### src/hdl/ioCtrl_defines.svh
`ifndef IOCTRL_DEFINES_SVH
`define IOCTRL_DEFINES_SVH

// Data word carried by every channel and by the accumulator
`define IO_WORD_W 16

// Device channels, numbered from the first device code upward
`define IO_NUM_CHAN 9

// Device code served by channel 0, channel k serves code 7+k
`define IO_FIRST_DEV 7

// Device code field, instruction bits 5:0
`define IO_CODE_W 6

// Processor pseudo-device
`define IO_CPU_CODE 63

// Wide enough to index all channels
`define IO_CHAN_IDX_W 4

`endif

### src/hdl/ioCtrlPkg.sv
`default_nettype none

package ioCtrlPkg;

    // Instruction bits 10:8, codes 3, 5 and 6 are ignored
    typedef enum logic [2:0] {
        NIO  = 3'd0,
        DIA  = 3'd1,
        DOA  = 3'd2,
        MSKO = 3'd4,
        SKP  = 3'd7
    } ioFunc_t;

    // Instruction bits 7:6
    // For SKP the same field picks busy, not busy, done, not done
    typedef enum logic [1:0] {
        NONE  = 2'd0,
        START = 2'd1,
        CLEAR = 2'd2,
        PULSE = 2'd3
    } ioPulse_t;

    // Per-channel command from the decoder
    typedef enum logic [1:0] {
        IDLE  = 2'd0,
        READ  = 2'd1,
        WRITE = 2'd2,
        TEST  = 2'd3
    } chanCmd_t;

endpackage

`default_nettype wire

### src/hdl/ioInstDecode.sv
`timescale 1ns/100ps
`default_nettype none
`include "ioCtrl_defines.svh"

module ioInstDecode (
    input  wire                            SZMNC,
    input  wire                            rst_DRL,
    input  wire                            i_instValid,
    input  wire [`IO_WORD_W-1:0]           i_inst,
    input  wire [`IO_WORD_W-1:0]           i_acc,
    output logic [`IO_NUM_CHAN-1:0]        o_chanSel,
    output ioCtrlPkg::chanCmd_t            o_chanCmd,
    output ioCtrlPkg::ioPulse_t            o_pulse,
    output logic [`IO_WORD_W-1:0]          o_acc,
    output logic [`IO_CHAN_IDX_W-1:0]      o_chanIdx,
    output logic                           o_devRead,
    output logic                           o_skipTest,
    output logic                           o_cpuEnable,
    output logic                           o_cpuDisable,
    output logic                           o_cpuMask,
    output logic                           o_cpuAck
);
    localparam logic [`IO_CODE_W-1:0] firstDev = `IO_CODE_W'(`IO_FIRST_DEV);
    localparam logic [`IO_CODE_W-1:0] lastDev  = `IO_CODE_W'(`IO_FIRST_DEV + `IO_NUM_CHAN - 1);
    localparam logic [`IO_CODE_W-1:0] cpuCode  = `IO_CODE_W'(`IO_CPU_CODE);

    logic                      isIo;
    ioCtrlPkg::ioFunc_t        func;
    ioCtrlPkg::ioPulse_t       pulse;
    logic [`IO_CODE_W-1:0]     code;
    logic [`IO_CODE_W-1:0]     codeOff;
    logic                      isChan;
    logic                      cpuOk;
    logic                      funcOk;
    logic                      chanOk;
    ioCtrlPkg::chanCmd_t       cmdNext;
    logic [`IO_NUM_CHAN-1:0]   selNext;

    // I/O class is 0,1,1 in bits 15:13
    assign isIo    = i_instValid && !i_inst[15] && i_inst[14] && i_inst[13];
    assign func    = ioCtrlPkg::ioFunc_t'(i_inst[10:8]);
    assign pulse   = ioCtrlPkg::ioPulse_t'(i_inst[7:6]);
    assign code    = i_inst[`IO_CODE_W-1:0];
    assign codeOff = code - firstDev;
    assign isChan  = (code >= firstDev) && (code <= lastDev);
    assign cpuOk   = isIo && (code == cpuCode);

    always_comb begin
        funcOk  = 1'b1;
        cmdNext = ioCtrlPkg::IDLE;
        case (func)
            ioCtrlPkg::NIO: cmdNext = ioCtrlPkg::IDLE;
            ioCtrlPkg::DIA: cmdNext = ioCtrlPkg::READ;
            ioCtrlPkg::DOA: cmdNext = ioCtrlPkg::WRITE;
            ioCtrlPkg::SKP: cmdNext = ioCtrlPkg::TEST;
            // MSKO belongs to code 63 only
            default:        funcOk  = 1'b0;
        endcase
    end

    assign chanOk  = isIo && isChan && funcOk;
    assign selNext = chanOk ? (`IO_NUM_CHAN'(1) << codeOff[`IO_CHAN_IDX_W-1:0]) : '0;

    always_ff @(posedge SZMNC or posedge rst_DRL) begin
        if (rst_DRL) begin
            o_chanSel    <= '0;
            o_chanCmd    <= ioCtrlPkg::IDLE;
            o_devRead    <= 1'b0;
            o_skipTest   <= 1'b0;
            o_cpuEnable  <= 1'b0;
            o_cpuDisable <= 1'b0;
            o_cpuMask    <= 1'b0;
            o_cpuAck     <= 1'b0;
        end else begin
            o_chanSel    <= selNext;
            o_chanCmd    <= chanOk ? cmdNext : ioCtrlPkg::IDLE;
            o_devRead    <= chanOk && (func == ioCtrlPkg::DIA);
            o_skipTest   <= chanOk && (func == ioCtrlPkg::SKP);
            // Interrupt on/off through NIO pulse field
            o_cpuEnable  <= cpuOk && (func == ioCtrlPkg::NIO) && (pulse == ioCtrlPkg::START);
            o_cpuDisable <= cpuOk && (func == ioCtrlPkg::NIO) && (pulse == ioCtrlPkg::CLEAR);
            o_cpuMask    <= cpuOk && (func == ioCtrlPkg::MSKO);
            o_cpuAck     <= cpuOk && (func == ioCtrlPkg::DIA);
        end
    end

    always_ff @(posedge SZMNC) begin
        o_acc     <= i_acc;
        o_pulse   <= pulse;
        o_chanIdx <= codeOff[`IO_CHAN_IDX_W-1:0];
    end

endmodule

`default_nettype wire

### src/hdl/devChannel.sv
`timescale 1ns/100ps
`default_nettype none
`include "ioCtrl_defines.svh"

module devChannel (
    input  wire                        SZMNC,
    input  wire                        rst_DRL,
    input  wire                        i_sel,
    input  wire ioCtrlPkg::chanCmd_t   i_cmd,
    input  wire ioCtrlPkg::ioPulse_t   i_pulse,
    input  wire [`IO_WORD_W-1:0]       i_acc,
    input  wire [`IO_WORD_W-1:0]       i_devInData,
    input  wire                        i_devDone,
    output logic                       o_busy,
    output logic                       o_done,
    output logic [`IO_WORD_W-1:0]      o_inBuf,
    output logic [`IO_WORD_W-1:0]      o_outBuf,
    output logic                       o_start,
    output logic                       o_clear,
    output logic                       o_strobe
);
    logic ctrlAct;
    logic startNow;
    logic clearNow;
    logic pulseNow;
    logic writeNow;

    // SKP reuses the pulse field as a condition, so TEST never fires a control
    assign ctrlAct  = i_sel && (i_cmd != ioCtrlPkg::TEST);
    assign startNow = ctrlAct && (i_pulse == ioCtrlPkg::START);
    assign clearNow = ctrlAct && (i_pulse == ioCtrlPkg::CLEAR);
    assign pulseNow = ctrlAct && (i_pulse == ioCtrlPkg::PULSE);
    assign writeNow = i_sel && (i_cmd == ioCtrlPkg::WRITE);

    // One-cycle control strobes to the device
    always_ff @(posedge SZMNC or posedge rst_DRL) begin
        if (rst_DRL) begin
            o_start  <= 1'b0;
            o_clear  <= 1'b0;
            o_strobe <= 1'b0;
        end else begin
            o_start  <= startNow;
            o_clear  <= clearNow;
            o_strobe <= pulseNow;
        end
    end

    // Busy/done handshake
    // start and clear win over a done pulse on the same edge
    always_ff @(posedge SZMNC or posedge rst_DRL) begin
        if (rst_DRL) begin
            o_busy <= 1'b0;
            o_done <= 1'b0;
        end else if (startNow) begin
            o_busy <= 1'b1;
            o_done <= 1'b0;
        end else if (clearNow) begin
            o_busy <= 1'b0;
            o_done <= 1'b0;
        end else if (i_devDone) begin
            o_busy <= 1'b0;
            o_done <= 1'b1;
        end
    end

    always_ff @(posedge SZMNC or posedge rst_DRL) begin
        if (rst_DRL) begin
            o_inBuf  <= '0;
            o_outBuf <= '0;
        end else begin
            if (i_devDone) begin
                o_inBuf <= i_devInData;
            end
            if (writeNow) begin
                o_outBuf <= i_acc;
            end
        end
    end

endmodule

`default_nettype wire

### src/hdl/intArbiter.sv
`timescale 1ns/100ps
`default_nettype none
`include "ioCtrl_defines.svh"

module intArbiter (
    input  wire                                        SZMNC,
    input  wire                                        rst_DRL,
    input  wire [`IO_NUM_CHAN-1:0]                     i_busy,
    input  wire [`IO_NUM_CHAN-1:0]                     i_done,
    input  wire [`IO_NUM_CHAN-1:0][`IO_WORD_W-1:0]     i_inBuf,
    input  wire [`IO_WORD_W-1:0]                       i_acc,
    input  wire [`IO_CHAN_IDX_W-1:0]                   i_chanIdx,
    input  wire                                        i_devRead,
    input  wire                                        i_skipTest,
    input  wire ioCtrlPkg::ioPulse_t                   i_skipCond,
    input  wire                                        i_cpuEnable,
    input  wire                                        i_cpuDisable,
    input  wire                                        i_cpuMask,
    input  wire                                        i_cpuAck,
    output logic                                       o_accWe,
    output logic [`IO_WORD_W-1:0]                      o_accData,
    output logic                                       o_skip,
    output logic                                       o_intReq,
    output logic [`IO_CODE_W-1:0]                      o_intCode
);
    logic                          sDevRead;
    logic                          sSkipTest;
    logic                          sCpuAck;
    logic [`IO_CHAN_IDX_W-1:0]     sChanIdx;
    ioCtrlPkg::ioPulse_t           sSkipCond;
    logic [`IO_NUM_CHAN-1:0]       intMask;
    logic                          intEn;
    logic [`IO_NUM_CHAN-1:0]       pending;
    logic [`IO_CODE_W-1:0]         selCode;
    logic                          skipHit;

    // Hold the instruction one edge so results see its own channel update
    always_ff @(posedge SZMNC or posedge rst_DRL) begin
        if (rst_DRL) begin
            sDevRead  <= 1'b0;
            sSkipTest <= 1'b0;
            sCpuAck   <= 1'b0;
        end else begin
            sDevRead  <= i_devRead;
            sSkipTest <= i_skipTest;
            sCpuAck   <= i_cpuAck;
        end
    end

    always_ff @(posedge SZMNC) begin
        sChanIdx  <= i_chanIdx;
        sSkipCond <= i_skipCond;
    end

    // Mask bit k blocks channel k
    always_ff @(posedge SZMNC or posedge rst_DRL) begin
        if (rst_DRL) begin
            intMask <= '0;
            intEn   <= 1'b0;
        end else begin
            if (i_cpuMask) begin
                intMask <= i_acc[`IO_NUM_CHAN-1:0];
            end
            if (i_cpuEnable) begin
                intEn <= 1'b1;
            end else if (i_cpuDisable) begin
                intEn <= 1'b0;
            end
        end
    end

    assign pending = i_done & ~intMask;

    // Lowest channel wins, scan runs downward
    always_comb begin
        selCode = '0;
        for (int k = `IO_NUM_CHAN - 1; k >= 0; k--) begin
            if (pending[k]) begin
                selCode = `IO_CODE_W'(`IO_FIRST_DEV + k);
            end
        end
    end

    always_comb begin
        case (sSkipCond)
            ioCtrlPkg::NONE:  skipHit = i_busy[sChanIdx];
            ioCtrlPkg::START: skipHit = !i_busy[sChanIdx];
            ioCtrlPkg::CLEAR: skipHit = i_done[sChanIdx];
            default:          skipHit = !i_done[sChanIdx];
        endcase
    end

    always_ff @(posedge SZMNC or posedge rst_DRL) begin
        if (rst_DRL) begin
            o_accWe   <= 1'b0;
            o_accData <= '0;
            o_skip    <= 1'b0;
            o_intReq  <= 1'b0;
            o_intCode <= '0;
        end else begin
            o_accWe   <= sDevRead || sCpuAck;
            // INTA hands back the same code as the request
            o_accData <= sDevRead ? i_inBuf[sChanIdx] :
                         sCpuAck  ? `IO_WORD_W'(selCode) : '0;
            o_skip    <= sSkipTest && skipHit;
            o_intReq  <= intEn && (|pending);
            o_intCode <= selCode;
        end
    end

endmodule

`default_nettype wire

### src/hdl/ioCtrlTop.sv
`timescale 1ns/100ps
`default_nettype none
`include "ioCtrl_defines.svh"

module ioCtrlTop (
    input  wire                                        SZMNC,
    input  wire                                        rst_DRL,
    input  wire                                        i_instValid,
    input  wire [`IO_WORD_W-1:0]                       i_inst,
    input  wire [`IO_WORD_W-1:0]                       i_acc,
    input  wire [`IO_NUM_CHAN-1:0][`IO_WORD_W-1:0]     i_devInData,
    input  wire [`IO_NUM_CHAN-1:0]                     i_devDone,
    output wire [`IO_NUM_CHAN-1:0][`IO_WORD_W-1:0]     o_devOutData,
    output wire [`IO_NUM_CHAN-1:0]                     o_devStart,
    output wire [`IO_NUM_CHAN-1:0]                     o_devClear,
    output wire [`IO_NUM_CHAN-1:0]                     o_devStrobe,
    output wire                                        o_accWe,
    output wire [`IO_WORD_W-1:0]                       o_accData,
    output wire                                        o_skip,
    output wire                                        o_intReq,
    output wire [`IO_CODE_W-1:0]                       o_intCode
);
    wire [`IO_NUM_CHAN-1:0]                   chanSel;
    ioCtrlPkg::chanCmd_t                      chanCmd;
    ioCtrlPkg::ioPulse_t                      chanPulse;
    wire [`IO_WORD_W-1:0]                     accCopy;
    wire [`IO_CHAN_IDX_W-1:0]                 chanIdx;
    wire                                      devRead;
    wire                                      skipTest;
    wire                                      cpuEnable;
    wire                                      cpuDisable;
    wire                                      cpuMask;
    wire                                      cpuAck;
    wire [`IO_NUM_CHAN-1:0]                   chanBusy;
    wire [`IO_NUM_CHAN-1:0]                   chanDone;
    wire [`IO_NUM_CHAN-1:0][`IO_WORD_W-1:0]   chanInBuf;

    ioInstDecode i_ioInstDecode (
        .SZMNC(SZMNC), .rst_DRL(rst_DRL),
        .i_instValid(i_instValid), .i_inst(i_inst), .i_acc(i_acc),
        .o_chanSel(chanSel), .o_chanCmd(chanCmd), .o_pulse(chanPulse),
        .o_acc(accCopy), .o_chanIdx(chanIdx),
        .o_devRead(devRead), .o_skipTest(skipTest),
        .o_cpuEnable(cpuEnable), .o_cpuDisable(cpuDisable),
        .o_cpuMask(cpuMask), .o_cpuAck(cpuAck)
    );

    // Channel k serves device code 7+k
    for (genvar k = 0; k < `IO_NUM_CHAN; k++) begin : gChan
        devChannel i_devChannel (
            .SZMNC(SZMNC), .rst_DRL(rst_DRL),
            .i_sel(chanSel[k]), .i_cmd(chanCmd), .i_pulse(chanPulse), .i_acc(accCopy),
            .i_devInData(i_devInData[k]), .i_devDone(i_devDone[k]),
            .o_busy(chanBusy[k]), .o_done(chanDone[k]),
            .o_inBuf(chanInBuf[k]), .o_outBuf(o_devOutData[k]),
            .o_start(o_devStart[k]), .o_clear(o_devClear[k]), .o_strobe(o_devStrobe[k])
        );
    end

    intArbiter i_intArbiter (
        .SZMNC(SZMNC), .rst_DRL(rst_DRL),
        .i_busy(chanBusy), .i_done(chanDone), .i_inBuf(chanInBuf),
        .i_acc(accCopy), .i_chanIdx(chanIdx),
        .i_devRead(devRead), .i_skipTest(skipTest), .i_skipCond(chanPulse),
        .i_cpuEnable(cpuEnable), .i_cpuDisable(cpuDisable),
        .i_cpuMask(cpuMask), .i_cpuAck(cpuAck),
        .o_accWe(o_accWe), .o_accData(o_accData), .o_skip(o_skip),
        .o_intReq(o_intReq), .o_intCode(o_intCode)
    );

endmodule

`default_nettype wire

### config.mk
export PLATFORM = sky130hd
export DESIGN_NAME = ioCtrlTop
export DESIGN_NICKNAME = d
export VERILOG_FILES = /design/src/hdl/ioCtrlPkg.sv /design/src/hdl/ioInstDecode.sv /design/src/hdl/devChannel.sv /design/src/hdl/intArbiter.sv /design/src/hdl/ioCtrlTop.sv
export VERILOG_INCLUDE_DIRS = /design/src /design/src/hdl
export SDC_FILE = /design/constraint.sdc
export NUM_CORES = 1
export LEC_CHECK = 0
export ABC_AREA = 0
export BUFFER_PORTS_ARGS = -buffer_cell sky130_fd_sc_hd__buf_2
export CAP_MARGIN = 20
export CELL_PAD_IN_SITES_DETAIL_PLACEMENT = 2
export CELL_PAD_IN_SITES_GLOBAL_PLACEMENT = 2
export CORE_MARGIN = 2
export CORE_UTILIZATION = 40
export CTS_CLUSTER_DIAMETER = 30
export CTS_CLUSTER_SIZE = 28
export DETAILED_ROUTE_END_ITERATION = 8
export HOLD_SLACK_MARGIN = 0.1
export PLACE_DENSITY_LB_ADDON = 0.3
export RECOVER_POWER = 100
export SYNTH_ARGS = -nofsm -noshare
export SYNTH_HDL_FRONTEND = slang
export SYNTH_SLANG_ARGS = --single-unit
### constraint.sdc
create_clock -name SZMNC -period 27.3 [get_ports SZMNC]
set_input_delay 5.46 -clock SZMNC [delete_from_list [all_inputs] [get_ports SZMNC]]
set_output_delay 5.46 -clock SZMNC [all_outputs]
set_load 0.1 [all_outputs]
==> metrics.cfg, run 1 <==
[worst_setup_path]
reg2reg_slack_ns=22.71
end_kind=async pin
critPathMaxFanout=126
worstPathRequired_ns=27.15
cp-start-kind=input pin
crit_type=input pin to async pin
arrival_ns=14.25

[die]
core-area_sq_um=39900
die_w_um=206
io_pins=384
rows=73
die_area_sq_um=42300
start_util_pct=40.7
die_h_um=206

[clocking]
clk_pin_slew_worst_paths_ns=0.04
cts_setup_buffers=0
root_buffer=clkbuf_16
cts-resized-gates=0
numCtsBuffers=97
holdBufCountCts=0
clk_latency_ns=0.64
cts.sinks=414
cts_tree=built
cts_buffer_depth=3
htree_levels=3

[cells_and_area]
fin_cells=2114
drive_above_1_share_pct=40.6
final_common_cell=dfrtp_1
area_growth_pct=33.6
fin_util_pct=54.4
final_cell_mix=dfrtp_1, mux2_2, clkbuf_1, buf_2, clkbuf_16
nets=1682

[synthesis]
syn_inst=1085
synth-simple-area-share_pct=4.50
synthAdderAreaFrac_pct=0.385
synth_flop_cell=dfrtp_1
ys_types=47
yosysSeqAreaShare_pct=62.9
synth_compound_area_share_pct=2.32
synth_top_cells_by_area=dfrtp_1, mux2_2, mux4_2, dfxtp_1, buf_4
synth_top_family_by_area=multiplexers
synth_mux_area_share_pct=26.6
synth_xor_area_share_pct=0.162
async_flop_share_pct=93.2
synth_area_sq_um=16300
yosysWarnings=0
syn_area_per_cell_sq_um=15.0
ys_ff_latch=414
netlist.area_leader.share_pct=59.4
synth_edf_count=0
synth_largest_area_cell=dfrtp_1

[global_routing]
grt_max_degree=127
first_global_vias=13600
grt_pass1_wl_um=92100
grt_overflow=0
track_usage_pct=30.1
antenna_found_initial=16

[status]
violations=capacitance limit, slew limit
status=finished with violations

[detailed_routing]
drt-wirelength-per-cell_um=29.5
ant_nets=0
drt_iter0_drc=566
route.vias.total=11200
wirelength_um=62400
dr.pass1.iters=4
drcViolationCount=0
detail_route.vias_per_cell=5.28

[sta]
hold_viol=0
relSlewSlack_pct=-285
rsz0062_at_grt=no
period_share_pct=52.7
tightest_slew_ns=5.75
max_freq_ghz=0.0695
finalCriticalPeriod_ns=14.40
setup_tns_ns=0
setup_viol=0
slew_violations=511
finClkSkew_ns=0.0303

[job]
cap_violations=11

[placed_design]
dp.cells=1914
port_buffers=379
dp_hpwl_um=36100
gp_congestion=0.773

[hold_path]
hp-class=flop to flop

[power]
p_total_w=0.00201
p_leak_nw=10.1
peakVddDrop_uv=54.0
power_density_nw_per_um2=92.7

## Yosys cell counts (all sizes together) (2+ instances only)
cell type  count
mux2i         19
ha             5
a21oi         20
nor3           4
nor2          60
and2          18
o31ai          2
a2111oi        3
nor3b          3
mux2         296
nand2b         8
buf           43
dfxtp         28
mux4          35
a31oi         10
dfrtp        386
inv           18
nor4b          2
and3           2
o21ai          7
or2            4
o32ai          9
nand2         30
xnor2          2
nand3          3
clkbuf        42
nor2b         11
## where the power goes
part	internal, W	switching, W
combinational	0.0000480	0.0000567
clock	0.000858	0.000392
sequential	0.000639	0.0000197
total	0.00154	0.000469
## routing by layer
| metal | global-route usage, % | up-vias | wire, um | share of wire, % |
|---|---|---|---|---|
| met1 | 32.9 | 5976 | 22900 | 37 |
| li1 | - | 4669 | - | - |
| met4 | 11.5 | 0 | 1570 | 2.5 |
| met2 | 52.9 | 420 | 32900 | 53 |
| met3 | 11.1 | 107 | 5090 | 8.2 |
| met5 | 0 | - | 0 | 0 |
## registers in the layout (all words and copies together) (netlist names), 2 cells and up
register,cells
gChan.i_devChannel.o_busy,9
gChan.i_devChannel.o_clear,9
gChan.i_devChannel.o_done,9
gChan.i_devChannel.o_inBuf,144
gChan.i_devChannel.o_outBuf,144
gChan.i_devChannel.o_start,9
gChan.i_devChannel.o_strobe,9
i_intArbiter.intMask,9
i_intArbiter.o_accData,16
i_intArbiter.o_intCode,4
i_intArbiter.sChanIdx,4
i_intArbiter.sSkipCond,2
i_ioInstDecode.o_acc,16
i_ioInstDecode.o_chanCmd,2
i_ioInstDecode.o_chanIdx,4
i_ioInstDecode.o_chanSel,9
i_ioInstDecode.o_pulse,2
## final timing paths
| check | from | endpoint | cells past startpoint |
|---|---|---|---|
| worst max-delay path | rst_DRL | gChan[1].i_devChannel.o_start | 4 |
| worst max register to register | i_intArbiter.sChanIdx[0] | i_intArbiter.o_skip | 6 |
| worst min-delay path | i_ioInstDecode.o_chanIdx[0] | i_intArbiter.sChanIdx[0] | 0 |
| worst min register to register | i_ioInstDecode.o_chanIdx[0] | i_intArbiter.sChanIdx[0] | 0 |
| min in group asynchronous | rst_DRL | gChan[3].i_devChannel.o_outBuf[5] | 2 |
| max in group SZMNC | gChan[5].i_devChannel.o_outBuf[0] | o_devOutData[80] | 1 |
## through the flow
stage               hold slack [ns]  area, sq um  worst slack, ns
finish                        0.326        21700            12.90
global route                  0.334        21700            11.21
CTS                           0.331        22000            19.87
detailed placement            0.315        18500            19.24
global placement              0.313        18500            19.30
floorplan                     0.310        16300            11.11
## cells by family (layout without fill, tap and decap cells)
group                      count (synthesis)  count (layout)
xor gates and xnor gates                   3               3
DFF                                      414             414
AOI/OAI and AO/OA                         58              58
buffers and inverters                    103             589
adders and majority gates                  5               5
and+or+nand+nor                          151             151
muxes                                    350             350
other                                      1              19
## worst max-delay path, stage by stage
cell        delay (ns)
clkbuf_1          0.08
clkinvlp_2        3.14
clkbuf_1          2.61
clkbuf_1          2.77
## final cells by class
cell class                 count  area [sq um]
fill                        3687         18200
clock buffer                 128          2710
clock inverter                54           800
multi-input combinational    569          5530
sequential                   414         10200
timing repair buffer         389          1690
tap                          525           657
antenna                       17          42.5
inverter                      18          68.8
No activity file was read; power rests on OpenSTA's default activity.
==> inputs of run 2 (changes only) <==
--- a/config.mk
+++ b/config.mk
@@ -12,7 +12,7 @@
 export CELL_PAD_IN_SITES_DETAIL_PLACEMENT = 2
 export CELL_PAD_IN_SITES_GLOBAL_PLACEMENT = 2
 export CORE_MARGIN = 2
-export CORE_UTILIZATION = 40
+export CORE_UTILIZATION = 37
 export CTS_CLUSTER_DIAMETER = 30
 export CTS_CLUSTER_SIZE = 28
 export DETAILED_ROUTE_END_ITERATION = 8
==> constraint.sdc (replaced) <==
create_clock -name SZMNC -period 13.78 [get_ports SZMNC]
set_input_delay 2.756 -clock SZMNC [delete_from_list [all_inputs] [get_ports SZMNC]]
set_output_delay 2.756 -clock SZMNC [all_outputs]
set_load 0.1 [all_outputs]
==> run 2 against run 1 <==
Effect of this change: the run still ends with capacitance limit, slew limit left; die area rose by 7.9%; setup slack got worse by 6.3 ns; sequential share of layout area barely moved; sequential power rose by 97%; count of clock-buffer cells in the layout rose by 6; combinational power rose by 90%; critical path type unchanged.
==> metrics.cfg, run 2 (synthesis gave the netlist of run 1 again) <==
[detailed_routing]
drt_iter0_drc=470  ; was 566
dr.pass1.iters=4  ; unchanged
drcViolationCount=0  ; unchanged
ant_nets=0  ; unchanged
route.vias.total=11000  ; was 11200
detail_route.vias_per_cell=5.07  ; was 5.28
wirelength_um=58500  ; was 62400 um
drt-wirelength-per-cell_um=27.0  ; was 29.5 um

[sta]
finClkSkew_ns=0.0203  ; was 0.0303 ns
setup_viol=0  ; unchanged
tightest_slew_ns=5.26  ; was 5.75 ns
relSlewSlack_pct=-252  ; was -285%
finalCriticalPeriod_ns=7.15
period_share_pct=51.9
slew_violations=249  ; was 511
whs_ns=0.325  ; was 0.326 ns
setup_tns_ns=0  ; unchanged
max_freq_ghz=0.140
rsz0062_at_grt=no  ; unchanged
hold_viol=0  ; unchanged
setup_slack_ns=6.63  ; was 12.90 ns

[die]
core-area_sq_um=43200  ; was 39900 sq um
die_w_um=214  ; was 206 um
die_h_um=214  ; was 206 um
io_pins=384  ; unchanged
start_util_pct=37.6  ; was 40.7%
rows=76  ; was 73
die_area_sq_um=45600  ; was 42300 sq um

[clocking]
cts_setup_buffers=0  ; unchanged
clk_pin_slew_worst_paths_ns=0.05  ; was 0.04 ns
cts.sinks=414  ; unchanged
numCtsBuffers=95  ; was 97
clk_latency_ns=0.62  ; was 0.64 ns
cts-resized-gates=0  ; unchanged
cts_tree=built  ; unchanged
cts_buffer_depth=3  ; unchanged
htree_levels=3  ; unchanged
holdBufCountCts=0  ; unchanged
root_buffer=clkbuf_16  ; unchanged

[worst_setup_path]
critPathTopFamily=buffers and inverters  ; unchanged
worstPathRequired_ns=14.41  ; was 27.15 ns
slowest_delay_ns=2.91  ; was 3.14 ns
crit_type=input pin to async pin  ; unchanged
worst_path_most_repeated_cell=buf_4  ; was clkbuf_1
end_kind=async pin  ; unchanged
slowest_stage=clkinvlp_2  ; unchanged
crit_chain=buf_2 -> clkinvlp_2 -> buf_4 -> buf_4  ; was clkbuf_1 -> clkinvlp_2 -> clkbuf_1 -> clkbuf_1
cp-start-kind=input pin  ; unchanged
critPathMaxFanout=116  ; was 126
arrival_ns=7.78  ; was 14.25 ns
cp_num_buf_inv=4  ; unchanged

[power]
p_leak_nw=10.1  ; about the same
peakVddDrop_uv=121  ; was 54.0 uV
power_density_nw_per_um2=180  ; was 92.7 nW/um^2

[hold_path]
hp-class=flop to flop  ; unchanged

[cells_and_area]
area_growth_pct=33.6  ; about the same
drive_above_1_share_pct=41.4  ; was 40.6%
nFillCells=4236  ; was 3687
final_cell_mix=dfrtp_1, mux2_2, clkbuf_1, buf_2, clkbuf_16  ; unchanged
top_regs=gChan.i_devChannel.o_inBuf: 144 flops, gChan.i_devChannel.o_outBuf: 144 flops  ; unchanged
nets=1678  ; was 1682
final_common_cell=dfrtp_1  ; unchanged

[status]
violations=capacitance limit, slew limit  ; unchanged
status=finished with violations  ; unchanged

[placed_design]
port_buffers=379  ; unchanged
gp_congestion=0.761  ; was 0.773
dp_hpwl_um=36000  ; was 36100 um
preCtsSetupSlack_ns=8.41  ; was 19.24 ns

[global_routing]
grt_pass1_wl_um=86700  ; was 92100 um
antenna_found_initial=18  ; was 16
grt_max_degree=117  ; was 127
track_usage_pct=26.4  ; was 30.1%
grt_overflow=0  ; unchanged
first_global_vias=13200  ; was 13600

[job]
cap_violations=8  ; was 11

-- run 2: cell count changes in the layout (fill, tap and decap cells not counted), moves of 3 or more --
cell	previous run	this run
clkbuf_1	232	226
clkinvlp_4	10	4
mux2_1	37	27
mux2_2	259	269
inv_6	2	7
clkbuf_8	12	17
buf_4	4	7
clkinv_4	9	4
-- run 2: power breakdown --
part | switching, W | internal (W) | leakage, nW
clock network | 0.000735 | 0.00168 | 1.68
logic | 0.000104 | 0.0000962 | 3.21
registers | 0.0000361 | 0.00127 | 5.24
-- run 2: stage by stage --
stage	total power (W)	area [sq um]	utilization, %	instances
6_report	0.00392	21700	50.3	2165
5_1_grt	0.00403	21700	50.3	2163
4_1_cts	0.00395	21900	50.8	2150
3_5_place_dp	0.00152	18500	42.9	1973
3_3_place_gp	0.00150	18500	42.9	1973
2_1_floorplan	0.00144	16300	-	1086
-- run 2: worst paths after layout --
check,startpoint,to,slack (ns),cells past startpoint
worst min-delay path,i_ioInstDecode.o_chanIdx[0],i_intArbiter.sChanIdx[0],0.33,0
worst max-delay path,rst_DRL,i_ioInstDecode.o_cpuDisable,6.63,4
max in group SZMNC,gChan[3].i_devChannel.o_outBuf[7],o_devOutData[55],9.03,1
worst min register to register,i_ioInstDecode.o_chanIdx[0],i_intArbiter.sChanIdx[0],0.33,0
min in group asynchronous,rst_DRL,gChan[7].i_devChannel.o_outBuf[1],3.77,2
worst max register to register,i_intArbiter.sChanIdx[0],i_intArbiter.o_skip,9.06,6
-- run 2: per-layer routing --
metal / global-route usage, % / wire, um / up-vias
li1: - / - / 4654
met1: 30.2 / 22200 / 5787
met2: 45.2 / 29600 / 398
met3: 9.68 / 4870 / 121
met4: 9.67 / 1710 / 6
met5: 0 / 41 / -
-- run 2: final cells by class --
cell class	instances	area, sq um	area share (%)
clock buffer	134	2780	12.8
multi-input combinational	569	5530	25.5
tap	585	732	3.37
timing repair buffer	387	1690	7.80
sequential	414	10200	47.1
inverter	18	68.8	0.317
clock inverter	43	648	2.98
antenna	15	37.5	0.173
==> inputs of run 3 (changes only) <==
--- a/config.mk
+++ b/config.mk
@@ -12,7 +12,7 @@
 export CELL_PAD_IN_SITES_DETAIL_PLACEMENT = 2
 export CELL_PAD_IN_SITES_GLOBAL_PLACEMENT = 2
 export CORE_MARGIN = 2
-export CORE_UTILIZATION = 37
+export CORE_UTILIZATION = 33
 export CTS_CLUSTER_DIAMETER = 30
 export CTS_CLUSTER_SIZE = 28
 export DETAILED_ROUTE_END_ITERATION = 8
==> constraint.sdc (replaced) <==
create_clock -name SZMNC -period 6.5 [get_ports SZMNC]
set_input_delay 1.3 -clock SZMNC [delete_from_list [all_inputs] [get_ports SZMNC]]
set_output_delay 1.3 -clock SZMNC [all_outputs]
set_load 0.1 [all_outputs]
==> run 3 against run 2 <==
Effect of this change: the flow still finishes with violations (capacitance limit, slew limit); critical endpoint is now i_intArbiter.o_skip; critical path depth rose by 2; count of clock-buffer cells in the layout rose by 7; largest cell class unchanged; sequential share of layout area fell by 1.3 points; clock power rose by 140%; total power rose by 130%; global-route usage fell by 3.3 points; largest power group unchanged.
==> metrics.cfg, run 3 (synthesis gave the netlist of run 1 again) <==
[status]
status=finished with violations  ; unchanged
violations=capacitance limit, slew limit  ; unchanged

[clocking]
cts_tree=built  ; unchanged
numCtsBuffers=110  ; was 95
holdBufCountCts=0  ; unchanged
clk_pin_slew_worst_paths_ns=0.04  ; was 0.05 ns
htree_levels=3  ; unchanged
cts_setup_buffers=0  ; unchanged
cts-resized-gates=0  ; unchanged
cts.sinks=414  ; unchanged
cts_buffer_depth=3  ; unchanged
root_buffer=clkbuf_16  ; unchanged
clk_latency_ns=0.66  ; was 0.62 ns

[sta]
tightest_slew_ns=2.97  ; was 5.26 ns
setup_tns_ns=0  ; unchanged
relSlewSlack_pct=-97.7  ; was -252%
max_freq_ghz=0.243
period_share_pct=63.3
setup_viol=0  ; unchanged
slew_violations=154  ; was 249
rsz0062_at_grt=no  ; unchanged
finalCriticalPeriod_ns=4.11
finClkSkew_ns=0.0530  ; was 0.0203 ns
hold_viol=0  ; unchanged

[hold_path]
hold_depth=0  ; unchanged
min_from=i_ioInstDecode.o_chanIdx[0]  ; unchanged
holdPathEnd=i_intArbiter.sChanIdx[0]  ; unchanged
hp-class=flop to flop  ; unchanged

[power]
clkPwrFrac_pct=64.1  ; was 61.6%
p_comb_share_pct=4.7  ; was 5.1%
power.internal_w=0.00686  ; was 0.00304 W
p_seq_share_pct=31.1  ; was 33.3%
p_leak_nw=10.3  ; was 10.1 nW
power_density_nw_per_um2=398  ; was 180 nW/um^2
peakVddDrop_uv=307  ; was 121 uV
p_sw_share_pct=22.8  ; was 22.3%
switchingPower_w=0.00202  ; was 0.000875 W

[die]
start_util_pct=33.3  ; was 37.6%
core-area_sq_um=48700  ; was 43200 sq um
io_pins=384  ; unchanged
die_w_um=226  ; was 214 um
die_h_um=226  ; was 214 um
rows=81  ; was 76
die_area_sq_um=51000  ; was 45600 sq um

[worst_setup_path]
crit_type=flop to flop  ; was input pin to async pin
critPathMaxFanout=39  ; was 116
worstPathRequired_ns=7.03  ; was 14.41 ns
end_kind=flop  ; was async pin
arrival_ns=4.64  ; was 7.78 ns
reg2reg_slack_ns=2.39  ; was 9.06 ns
cp-start-kind=flop  ; was input pin
worstReg2RegEnd=i_intArbiter.o_skip  ; unchanged
timing.rr.start=i_intArbiter.sChanIdx[1]  ; was i_intArbiter.sChanIdx[0]
rr_worst_depth=6  ; unchanged

[detailed_routing]
ant_nets=0  ; unchanged
wirelength_um=57600  ; was 58500 um
route.vias.total=10900  ; was 11000
drt-wirelength-per-cell_um=25.4  ; was 27.0 um
drcViolationCount=0  ; unchanged
drt_iter0_drc=414  ; was 470
dr.pass1.iters=6  ; was 4
detail_route.vias_per_cell=4.81  ; was 5.07

[placed_design]
gp_congestion=0.770  ; was 0.761
port_buffers=379  ; unchanged
dp_hpwl_um=36300  ; was 36000 um

[cells_and_area]
final_cell_mix=dfrtp_1, mux2_2, clkbuf_1, buf_2, clkbuf_16  ; unchanged
nFillCells=4770  ; was 4236
final_common_cell=dfrtp_1  ; unchanged
fin_util_pct=45.8  ; was 50.3%
top_regs=gChan.i_devChannel.o_inBuf: 144 flops, gChan.i_devChannel.o_outBuf: 144 flops  ; unchanged
area_growth_pct=37.4  ; was 33.6%
multi_input_area_sq_um=5530  ; unchanged
regArea_sq_um=10200  ; unchanged
nets=1691  ; was 1678
drive_above_1_share_pct=43.0  ; was 41.4%

[global_routing]
grt_pass1_wl_um=86000  ; was 86700 um
first_global_vias=12900  ; was 13200
grt_overflow=0  ; unchanged
track_usage_pct=23.1  ; was 26.4%
antenna_found_initial=15  ; was 18
grt_max_degree=189  ; was 117

[job]
cap_violations=7  ; was 8

-- run 3: cell types whose count changed in the layout (fill, tap and decap cells not counted), moves of 4 or more --
cell,before,now
buf_4,7,3
clkinvlp_4,4,16
inv_6,7,0
mux2_2,269,280
clkbuf_16,99,110
mux2_1,27,16
-- run 3: routing by layer --
metal	wire length [um]	track usage (%)	up-vias
li1	-	-	4705
met1	22500	27.0	5711
met2	28700	38.6	381
met3	5170	9.74	83
met4	1160	6.88	10
met5	60	0	-
-- run 3: layout make-up --
type | count | share of cell area, %
clock inverter | 62 | 4.15
tap | 664 | 3.72
sequential | 414 | 45.8
inverter | 18 | 0.308
multi-input combinational | 569 | 24.8
antenna | 12 | 0.135
timing repair buffer | 385 | 7.63
clock buffer | 141 | 13.5
-- run 3: critical path, cell delays in order, from the launching register on --
cell      delay [ns]
dfxtp_2         0.31
clkbuf_1        2.04
mux4_1          0.77
mux2i_1         0.17
nor3b_1         0.09
or4_1           0.44
and3_1          0.17
-- run 3: stage by stage --
stage	hold WS [ns]	power [W]	std cells	worst slack, ns	cell area [sq um]
2_1_floorplan	0.310	0.00304	1086	0.0101	16300
3_3_place_gp	0.315	0.00320	2050	3.39	18600
3_5_place_dp	0.319	0.00322	2050	3.39	18600
4_1_cts	0.327	0.00899	2253	3.66	22600
5_1_grt	0.330	0.00919	2259	2.20	22300
6_report	0.328	0.00888	2265	2.39	22300
-- run 3: how the worst max path moves through the flow --
stage / start / end / slack, ns / cells past startpoint
floorplan: rst_DRL / gChan[0].i_devChannel.o_busy / 0.01 / 1
CTS: gChan[5].i_devChannel.o_outBuf[15] / o_devOutData[95] / 3.66 / 1
global placement: rst_DRL / gChan[4].i_devChannel.o_inBuf[3] / 3.39 / 3
detailed placement: rst_DRL / gChan[4].i_devChannel.o_inBuf[3] / 3.39 / 3
finish: i_intArbiter.sChanIdx[1] / i_intArbiter.o_skip / 2.39 / 6
global route: i_intArbiter.sChanIdx[1] / i_intArbiter.o_skip / 2.20 / 6
-- run 3: power by group through the flow --
| stage | combinational [W] | clock [W] | sequential, W |
|---|---|---|---|
| detailed placement | 0.000418 | 0 | 0.00280 |
| CTS | 0.000427 | 0.00580 | 0.00277 |
| floorplan | 0.000282 | 0 | 0.00276 |
| finish | 0.000421 | 0.00570 | 0.00276 |
| global placement | 0.000408 | 0 | 0.00279 |
| global route | 0.000460 | 0.00595 | 0.00278 |
